===== config.mk =====
export PLATFORM = sky130hd
export DESIGN_NAME = zx_glue_top
export DESIGN_NICKNAME = d
export VERILOG_FILES = /design/src/rtl/zx_pkg.sv /design/src/rtl/cpu_bus_if.sv /design/src/rtl/bus_ctrl.sv /design/src/rtl/paging_regs.sv /design/src/rtl/mem_map.sv /design/src/rtl/ula_port.sv /design/src/rtl/zx_glue_top.sv
export VERILOG_INCLUDE_DIRS = /design/src /design/src/include
export SDC_FILE = /design/constraint.sdc
export NUM_CORES = 1
export LEC_CHECK = 0
export BUFFER_PORTS_ARGS = -buffer_cell sky130_fd_sc_hd__buf_2
export CORE_AREA = 2 2 64 66
export DETAILED_ROUTE_END_ITERATION = 7
export DIE_AREA = 0 0 66 68
export PLACE_DENSITY = 0.85
export SLEW_MARGIN = 5
export SYNTH_ARGS = -nofsm -noshare
export SYNTH_HDL_FRONTEND = slang
export SYNTH_HIERARCHICAL = 1
export SYNTH_SLANG_ARGS = --single-unit
export TNS_END_PERCENT = 100

===== constraint.sdc =====
create_clock -name clk_sys -period 2.2 [get_ports clk_sys]
set_clock_uncertainty 0.1 [all_clocks]
set_input_delay 0.44 -clock clk_sys [delete_from_list [all_inputs] [get_ports clk_sys]]
set_output_delay 0.44 -clock clk_sys [all_outputs]
set_load 0.05 [all_outputs]

===== src/include/zx_settings.svh =====
// ====================
// ZX glue settings
// Bus widths, port decode values and memory map constants
// ====================
`ifndef ZX_SETTINGS_SVH
`define ZX_SETTINGS_SVH

// Bus and memory widths
`define ZX_ADDR_W       16
`define ZX_DATA_W       8
`define ZX_BANK_W       5
`define ZX_OFFSET_W     14
`define ZX_MEM_ADDR_W   19

// Memory model codes
`define ZX_MODEL_128K   2'd0
`define ZX_MODEL_48K    2'd1
`define ZX_MODEL_PLUS3  2'd2
`define ZX_MODEL_P512   2'd3

// ULA port sits on every even address
`define ZX_PORT_FE_BIT  0
// Upper nibble of the +3 paging port
`define ZX_PORT_1FFD_HI 4'b0001

// Fixed banks in normal paging
`define ZX_WIN1_BANK    5'd5
`define ZX_WIN2_BANK    5'd2
`define ZX_ROM_48K_PAGE 5'd1

// +3 special banks, window 3 in the top field
`define ZX_SPECIAL_SET0 {3'd3, 3'd2, 3'd1, 3'd0}
`define ZX_SPECIAL_SET1 {3'd7, 3'd6, 3'd5, 3'd4}
`define ZX_SPECIAL_SET2 {3'd3, 3'd6, 3'd5, 3'd4}
`define ZX_SPECIAL_SET3 {3'd3, 3'd6, 3'd7, 3'd4}

`endif


===== src/rtl/zx_pkg.sv =====
// ====================
// ZX glue types
// Paging register views shared by the paging blocks
// ====================
`include "zx_settings.svh"

package zx_pkg;

	// Named fields of the 128K paging port
	typedef struct packed {
		// Pentagon extra bank bits
		logic [1:0] ext;
		logic       lock;
		logic       rom_sel;
		// Shadow screen select, kept for the video side
		logic       screen;
		logic [2:0] ram_bank;
	} page_fields_t;

	// Same byte as written by the CPU or as decoded fields
	typedef union packed {
		logic [`ZX_DATA_W-1:0] raw;
		page_fields_t          f;
	} page_reg_u;

endpackage


===== src/rtl/cpu_bus_if.sv =====
// ====================
// Z80 bus bundle
// ====================
`timescale 1ns/1ps
`include "zx_settings.svh"

interface cpu_bus_if;

	logic [`ZX_ADDR_W-1:0] addr;
	// Data driven by the CPU
	logic [`ZX_DATA_W-1:0] dout;
	logic                  mreq_n;
	logic                  iorq_n;
	logic                  rd_n;
	logic                  wr_n;
	logic                  m1_n;

	// Strobe generation and read mux
	modport ctrl (
		input addr, dout, mreq_n, iorq_n, rd_n, wr_n, m1_n
	);

	// Register blocks only need the address and write data
	modport regs (
		input addr, dout
	);

	// Memory mapping
	modport map (
		input addr, mreq_n, rd_n, wr_n
	);

endinterface


===== src/rtl/bus_ctrl.sv =====
// ====================
// Z80 bus control
// I/O write strobe and CPU read data select
// ====================
`timescale 1ns/1ps
`include "zx_settings.svh"

module bus_ctrl (
	input  logic                  clk_sys,
	input  logic                  reset,
	cpu_bus_if.ctrl               bus,
	input  logic [`ZX_DATA_W-1:0] mem_rdata,
	input  logic [4:0]            key_data,
	input  logic                  tape_in,
	output logic                  io_wr_stb,
	output logic [`ZX_DATA_W-1:0] din
);

	logic io_wr;
	logic io_wr_q;
	logic io_rd;
	logic mem_rd_cyc;
	logic ula_sel;

	// Interrupt acknowledge has M1 low and is not an I/O access
	assign io_wr      = !bus.iorq_n && !bus.wr_n && bus.m1_n;
	assign io_rd      = !bus.iorq_n && !bus.rd_n && bus.m1_n;
	assign mem_rd_cyc = !bus.mreq_n && !bus.rd_n;
	assign ula_sel    = !bus.addr[`ZX_PORT_FE_BIT];

	// ====================
	// Write strobe
	// ====================
	// One pulse per I/O write, however long the CPU holds it
	always_ff @(posedge clk_sys) begin
		if (reset) begin
			io_wr_q   <= 1'b0;
			io_wr_stb <= 1'b0;
		end else begin
			io_wr_q   <= io_wr;
			io_wr_stb <= io_wr && !io_wr_q;
		end
	end

	// ====================
	// Read data
	// ====================
	always_comb begin
		if (mem_rd_cyc) begin
			din = mem_rdata;
		end else if (io_rd && ula_sel) begin
			// Keyboard half-row in the low bits, tape level inverted on bit 6
			din = {1'b1, !tape_in, 1'b1, key_data};
		end else begin
			// Floating bus
			din = 8'hFF;
		end
	end

endmodule


===== src/rtl/paging_regs.sv =====
// ====================
// Paging registers
// 128K, +3 and Pentagon bank registers with the lock rule
// ====================
`timescale 1ns/1ps
`include "zx_settings.svh"

module paging_regs import zx_pkg::*; (
	input  logic                  clk_sys,
	input  logic                  reset,
	input  logic                  io_wr_stb,
	cpu_bus_if.regs               bus,
	input  logic [1:0]            model,
	output page_reg_u             page_reg,
	output logic [`ZX_DATA_W-1:0] plus3_reg,
	output logic [1:0]            bank_hi,
	output logic [1:0]            model_q
);

	logic      is_48k;
	logic      is_plus3;
	logic      is_p512;
	logic      page_disable;
	logic      sel_7ffd;
	logic      sel_1ffd;
	page_reg_u wr_data;

	assign is_48k   = (model_q == `ZX_MODEL_48K);
	assign is_plus3 = (model_q == `ZX_MODEL_PLUS3);
	assign is_p512  = (model_q == `ZX_MODEL_P512);

	// Lock stays until reset, 48K has no paging at all
	assign page_disable = is_48k || page_reg.f.lock;

	// ====================
	// Port decode
	// ====================
	// 128K decodes only A15 and A1, +3 also needs A14 so 1FFD stays apart
	assign sel_7ffd = !bus.addr[15] && !bus.addr[1] && (bus.addr[14] || !is_plus3);

	assign sel_1ffd = (bus.addr[15:12] == `ZX_PORT_1FFD_HI) && !bus.addr[1] && is_plus3;

	// Written byte seen through the field view
	assign wr_data.raw = bus.dout;

	// Model is taken while reset is held
	always_ff @(posedge clk_sys) begin
		if (reset) begin
			model_q <= model;
		end
	end

	// ====================
	// Register update
	// ====================
	always_ff @(posedge clk_sys) begin
		if (reset) begin
			page_reg  <= '0;
			plus3_reg <= '0;
			bank_hi   <= '0;
		end else if (io_wr_stb && !page_disable) begin
			if (sel_7ffd) begin
				page_reg.raw <= wr_data.raw;
				// Pentagon 512K uses the top two bits as extra bank bits
				if (is_p512) begin
					bank_hi <= wr_data.f.ext;
				end
			end else if (sel_1ffd) begin
				plus3_reg <= bus.dout;
			end
		end
	end

endmodule


===== src/rtl/mem_map.sv =====
// ====================
// Memory map
// CPU address to RAM bank or ROM page, with ROM write protect
// ====================
`timescale 1ns/1ps
`include "zx_settings.svh"

module mem_map import zx_pkg::*; (
	cpu_bus_if.map                    bus,
	input  page_reg_u                 page_reg,
	input  logic [`ZX_DATA_W-1:0]     plus3_reg,
	input  logic [1:0]                bank_hi,
	input  logic [1:0]                model_q,
	output logic [`ZX_MEM_ADDR_W-1:0] mem_addr,
	output logic                      rom_sel,
	output logic                      mem_rd,
	output logic                      mem_we
);

	logic [1:0]            window;
	logic                  special;
	logic [11:0]           special_set;
	logic [2:0]            special_bank;
	logic [`ZX_BANK_W-1:0] rom_page;
	logic [`ZX_BANK_W-1:0] bank;

	// Four 16K windows
	assign window  = bus.addr[`ZX_ADDR_W-1 -: 2];
	assign special = plus3_reg[0];

	// ====================
	// ROM page
	// ====================
	always_comb begin
		case (model_q)
			`ZX_MODEL_48K:   rom_page = `ZX_ROM_48K_PAGE;
			`ZX_MODEL_PLUS3: rom_page = {3'b000, plus3_reg[2], page_reg.f.rom_sel};
			default:         rom_page = {4'b0000, page_reg.f.rom_sel};
		endcase
	end

	// +3 all-RAM configurations
	always_comb begin
		case (plus3_reg[2:1])
			2'd0:    special_set = `ZX_SPECIAL_SET0;
			2'd1:    special_set = `ZX_SPECIAL_SET1;
			2'd2:    special_set = `ZX_SPECIAL_SET2;
			default: special_set = `ZX_SPECIAL_SET3;
		endcase
	end

	assign special_bank = special_set[3 * int'(window) +: 3];

	// ====================
	// Bank select
	// ====================
	always_comb begin
		rom_sel = 1'b0;
		if (special) begin
			bank = {{(`ZX_BANK_W - 3){1'b0}}, special_bank};
		end else begin
			case (window)
				2'd0: begin
					rom_sel = 1'b1;
					bank    = rom_page;
				end
				2'd1:    bank = `ZX_WIN1_BANK;
				2'd2:    bank = `ZX_WIN2_BANK;
				default: bank = {bank_hi, page_reg.f.ram_bank};
			endcase
		end
	end

	assign mem_addr = {bank, bus.addr[`ZX_OFFSET_W-1:0]};

	// ROM windows never see a write
	assign mem_rd = !bus.mreq_n && !bus.rd_n;
	assign mem_we = !bus.mreq_n && !bus.wr_n && !rom_sel;

endmodule


===== src/rtl/ula_port.sv =====
// ====================
// ULA port FE
// Border, EAR and MIC latches and beeper level
// ====================
`timescale 1ns/1ps
`include "zx_settings.svh"

module ula_port (
	input  logic       clk_sys,
	input  logic       reset,
	input  logic       io_wr_stb,
	cpu_bus_if.regs    bus,
	input  logic       tape_in,
	output logic [2:0] border,
	output logic       ear,
	output logic       mic,
	output logic [7:0] audio_level
);

	logic ula_wr;

	assign ula_wr = io_wr_stb && !bus.addr[`ZX_PORT_FE_BIT];

	always_ff @(posedge clk_sys) begin
		if (reset) begin
			border <= 3'd0;
			ear    <= 1'b0;
			mic    <= 1'b0;
		end else if (ula_wr) begin
			border <= bus.dout[2:0];
			ear    <= bus.dout[4];
			mic    <= bus.dout[3];
		end
	end

	// Beeper mix, loudest source on top
	assign audio_level = {ear, mic, tape_in, 5'b00000};

endmodule


===== src/rtl/zx_glue_top.sv =====
// ====================
// ZX Spectrum CPU glue
// Bus strobes, paging, memory map and ULA port
// ====================
`timescale 1ns/1ps
`include "zx_settings.svh"

module zx_glue_top import zx_pkg::*; (
	input  logic                      clk_sys,
	input  logic                      reset,

	// Z80 bus
	input  logic [`ZX_ADDR_W-1:0]     addr,
	input  logic [`ZX_DATA_W-1:0]     dout,
	input  logic                      mreq_n,
	input  logic                      iorq_n,
	input  logic                      rd_n,
	input  logic                      wr_n,
	input  logic                      m1_n,
	output logic [`ZX_DATA_W-1:0]     din,

	// Memory request port
	input  logic [`ZX_DATA_W-1:0]     mem_rdata,
	output logic [`ZX_MEM_ADDR_W-1:0] mem_addr,
	output logic                      rom_sel,
	output logic                      mem_rd,
	output logic                      mem_we,

	// ULA and keyboard
	input  logic [4:0]                key_data,
	input  logic                      tape_in,
	output logic [2:0]                border,
	output logic                      ear,
	output logic                      mic,
	output logic [7:0]                audio_level,

	input  logic [1:0]                model
);

	cpu_bus_if bus ();

	logic                  io_wr_stb;
	page_reg_u             page_reg;
	logic [`ZX_DATA_W-1:0] plus3_reg;
	logic [1:0]            bank_hi;
	logic [1:0]            model_q;

	// ====================
	// Bus bundle
	// ====================
	assign bus.addr   = addr;
	assign bus.dout   = dout;
	assign bus.mreq_n = mreq_n;
	assign bus.iorq_n = iorq_n;
	assign bus.rd_n   = rd_n;
	assign bus.wr_n   = wr_n;
	assign bus.m1_n   = m1_n;

	// ====================
	// Blocks
	// ====================
	bus_ctrl bus_ctrl_i (
		.clk_sys   (clk_sys),
		.reset     (reset),
		.bus       (bus.ctrl),
		.mem_rdata (mem_rdata),
		.key_data  (key_data),
		.tape_in   (tape_in),
		.io_wr_stb (io_wr_stb),
		.din       (din)
	);

	paging_regs paging_regs_i (
		.clk_sys   (clk_sys),
		.reset     (reset),
		.io_wr_stb (io_wr_stb),
		.bus       (bus.regs),
		.model     (model),
		.page_reg  (page_reg),
		.plus3_reg (plus3_reg),
		.bank_hi   (bank_hi),
		.model_q   (model_q)
	);

	mem_map mem_map_i (
		.bus       (bus.map),
		.page_reg  (page_reg),
		.plus3_reg (plus3_reg),
		.bank_hi   (bank_hi),
		.model_q   (model_q),
		.mem_addr  (mem_addr),
		.rom_sel   (rom_sel),
		.mem_rd    (mem_rd),
		.mem_we    (mem_we)
	);

	ula_port ula_port_i (
		.clk_sys     (clk_sys),
		.reset       (reset),
		.io_wr_stb   (io_wr_stb),
		.bus         (bus.regs),
		.tape_in     (tape_in),
		.border      (border),
		.ear         (ear),
		.mic         (mic),
		.audio_level (audio_level)
	);

endmodule


After elaboration in Yosys (flattened, before gate mapping)
Cells that the tools add are included.
- $add $sub $neg: 0
- multiply operators: 1
- divide/modulo/power cells: 0
- magnitude comparators: 0
- equal/unequal tests: 8
- shifts and indexed selects: 1
- multiplexer cells: 8
- bitwise logic cells: 1
- reduce and logical (&&, ||, !) cells: 34
- operators by type and width (cell ; count):
    case mux 12 bit (3 select lines) ; 1
    indexed part select 12 x 32 -> 3 bit ; 1
    logical AND 1 bit ; 15
    case mux 5 bit (3 select lines) ; 1
    logical NOT 1 bit ; 12
    equality test 2 bit, second input constant ; 4
    2-to-1 mux 8 bit ; 1
    2-to-1 mux 7 bit ; 1
    equality test 2 x 1 -> 1 bit, second input constant ; 3
    AND reduction 3 bit ; 2
    2-to-1 mux 5 bit ; 1
    equality test 4 x 1 -> 1 bit, second input constant ; 1
    logical NOT 2 bit ; 2
    multiplier 2 x 2 -> 4 bit, first input constant ; 1
    case mux 2 bit (2 select lines) ; 1
    logical OR 1 bit ; 2
    2-to-1 mux 1 bit ; 2
    AND reduction 2 bit ; 1
    inverter 1 bit ; 1
- register bits after elaboration: 20
- latch bits: 0
- RAM bits: 0
- ROM bits: 0
- logic and storage cells: 62
- memories kept: 0

Depth between registers and ports, before layout
- depth in word-level cells: 6
- depth in mapped cells: 4
- gate-level depth less buffers: 4

Modules after synthesis
Netlist, hierarchy kept.
- by module, submodules not included (module ; times used ; cells each ; area an instance (µm²) ; seq. area each (µm²)):
    paging_regs ; 1 ; 79 ; 860.8 ; 420.4
    ula_port ; 1 ; 30 ; 290.3 ; 100.1
    mem_map ; 1 ; 39 ; 275.3 ; 0.0
    bus_ctrl ; 1 ; 28 ; 210.2 ; 40.0

Worst setup path after synthesis
Ideal clock, no wire load.
- kind: input-to-output
- from: in addr[14]
- to: out mem_we
- arrival: 2.144 ns
- required time: 1.660 ns
- slack: -0.484 ns
- stages on the path: 2
- path buffers: 0
- cell sequence: nor3_1 > nor3_1
- word-level cells in the longest chain between the ends: 5
- RTL lines (element ; RTL line ; text):
    start: declaration ; zx_glue_top.sv:13 ; input logic [`ZX_ADDR_W-1:0] addr,
    logical NOT 2 bit ; mem_map.sv:62 ; case (window)
    2-to-1 mux 1 bit ; mem_map.sv:62 ;
    2-to-1 mux 1 bit ; mem_map.sv:59 ; if (special) begin
    logical NOT 1 bit ; mem_map.sv:78 ; assign mem_we = !bus.mreq_n && !bus.wr_n && !rom_sel;
    logical AND 1 bit ; mem_map.sv:78 ;
    end: declaration ; zx_glue_top.sv:27 ; output logic mem_we,
No other way between the ends.

Worst setup path in the final report
- from: reg paging_regs_i.model_q[0]
- to: out mem_addr[14]
- word-level cells in the longest chain between the ends: 4
- RTL lines (element ; RTL line ; text):
    start: declaration ; paging_regs.sv:17 ; output logic [1:0] model_q
    start signal: assignment ; paging_regs.sv:49 ; model_q <= model;
    equality test 2 bit or equality test 2 x 1 -> 1 bit (tied branches) ; mem_map.sv:35 ; case (model_q)
    case mux 2 bit (2 select lines) (*) ; mem_map.sv:35 ;
    case mux 5 bit (3 select lines) (*) ; mem_map.sv:62 ;
    2-to-1 mux 5 bit (*) ; mem_map.sv:59 ;
    end: declaration ; zx_glue_top.sv:24 ; output logic [`ZX_MEM_ADDR_W-1:0] mem_addr,
Mark *: on every way between the ends. The rest lies on a longest branch, timed or not.

==> impl_metrics.json <==
{
  "largest_register_ffs": 5,
  "start_util_pct": 33.9,
  "utilization_pct": 41.6,
  "clkLatencyLatePin_ps": 250,
  "grt_max_degree": 30,
  "wire_per_inst_um": 12.4,
  "clockBufferDepth": 2,
  "coreArea_um2": 3860,
  "power_density_nw_per_um2": 513,
  "antenna_found_initial": 0,
  "fmax_mhz": 477,
  "cts-root-buf": "clkbuf_8",
  "crit_type": "flop to primary output",
  "critPathArrivalTime_ps": 1560,
  "grt_pass1_wl_mm": 5.03,
  "total_power_mw": 0.824,
  "drtPass1Iterations": 4,
  "place_congestion": 0.817,
  "status": "complete, no violations",
  "area_growth_pct": 22.9,
  "cts_buffers": 3,
  "setup-violations-final": 0,
  "drt_iter0_drc": 60,
  "yosysWarnings": 6,
  "vias_per_cell": 4.76,
  "rsz0062_at_grt": "false",
  "post-route-period-util_pct": 95.3,
  "clk_pin_slew_ps": 70,
  "drc": 0,
  "cp.required_ps": 1660,
  "cts_tree": "yes",
  "worstPathMaxFanout": 2,
  "overflow": 0,
  "postRouteAntennaNets": 0,
  "portBuffers": 64,
  "pin_count": 90,
  "vias": 1181,
  "dieArea_um2": 4490,
  "final_cells": 248,
  "diodes": 0,
  "clkSinkCount": 19,
  "drt-total-wl_mm": 3.09,
  "p_leak_nw": 0.739,
  "grt.total_usage_pct": 13.9,
  "worst_setup_path_start_kind": "flop",
  "fin_nets": 248,
  "slew_violations": 0,
  "end_kind": "primary output",
  "drive_above_1_share_pct": 39.9,
  "final-hold-violation-count": 0,
  "rows": 23,
  "grt_pass1_vias": 1104,
  "cts_max_level": 1,
  "hp-class": "input port to flop",
  "hpwl_mm": 2.44,
  "syn_avg_cell_area_um2": 8.83,
  "synth_cells": 148,
  "place_inst": 244,
  "peakVddDrop_v": 0.000202,
  "setup-tns-final_ps": 0,
  "dieHeight_um": 68,
  "finalCriticalPeriod_ps": 2100,
  "chipWidth_um": 66,
  "drv_cap": 0,
  "synth_area_um2": 1310
}
worst paths after layout:
path | start | end | slack, ps | cells past startpoint
max reg2reg | paging_regs_i/page_reg[5]$_SDFFE_PP0P_ | paging_regs_i/plus3_reg[2]$_SDFFE_PP0P_ | 370 | 3
max | paging_regs_i/model_q[0]$_DFFE_PP_ | mem_addr[14] | 100 | 5
min reg2reg | bus_ctrl_i/io_wr_q$_SDFF_PP0_ | bus_ctrl_i/io_wr_stb$_SDFF_PP0_ | 290 | 1
min | model[1] | paging_regs_i/model_q[1]$_DFFE_PP_ | 260 | 1
cells in the final DEF, fill, tap and decap left out, types with 2 or more instances in the layout:
cell type  count
a21oi_1        2
a41oi_1        6
and3_1         3
buf_2         63
buf_4          5
clkbuf_8       3
conb_1         5
dfxtp_1       17
edfxtp_1       2
ha_1           2
inv_1         10
mux2i_1        7
nand2b_1      22
nand4_1        3
nand4bb_1      6
nor2b_1        2
nor3_1         8
o211ai_1       2
o21ai_0        5
o21ai_1        5
or3_1          2
per-layer routing:
| metal | GRT usage [%] | up-vias | wire length [um] | share of wire, % |
|---|---|---|---|---|
| met5 | 0 | - | 0 | 0 |
| met4 | 3.83 | 0 | 20 | 0.65 |
| met3 | 1.64 | 2 | 130 | 4.2 |
| met2 | 24.0 | 31 | 1520 | 49 |
| met1 | 18.5 | 548 | 1420 | 46 |
| li1 | - | 600 | - | - |
metrics by stage:
| stage | instance area, um^2 | worst slack [ps] | hold WS [ps] |
|---|---|---|---|
| 3_5_place_dp | 1560 | 168 | 286 |
| 6_report | 1610 | 103 | 259 |
| 5_1_grt | 1610 | 21.1 | 259 |
| 3_3_place_gp | 1560 | 192 | 283 |
| 4_1_cts | 1600 | 56.9 | 256 |
| 2_1_floorplan | 1330 | -62.9 | 273 |
where the power goes:
| part | switching (mW) | internal (mW) | total [mW] |
|---|---|---|---|
| Combinational | 0.153 | 0.0710 | 0.224 |
| Sequential | 0.00314 | 0.356 | 0.359 |
| Clock | 0.112 | 0.128 | 0.241 |
| Total | 0.269 | 0.555 | 0.824 |
timing repair:
item | CTS | global route
setup endpoints to repair | 0 | 1
setup buffers | 0 | 0
hold buffers | 0 | 0
hold endpoints to repair | 0 | 0
resized for setup | 0 | 1
critical path, stage by stage, from the launching register on:
cell,delay [ps]
edfxtp_1,400
inv_1,80
ha_1,230
nand2b_1,160
a32oi_2,190
clkbuf_4,250
final cells by class:
| cell class | count | area, um^2 |
|---|---|---|
| Clock buffer | 4 | 45.0 |
| Fill cell | 401 | 2250 |
| Inverter | 10 | 37.5 |
| Multi-Input combinational cell | 96 | 699 |
| Sequential cell | 19 | 400 |
| Tap cell | 50 | 62.6 |
| Timing Repair Buffer | 69 | 360 |
Note: power is estimated with default switching activity, not from simulation.
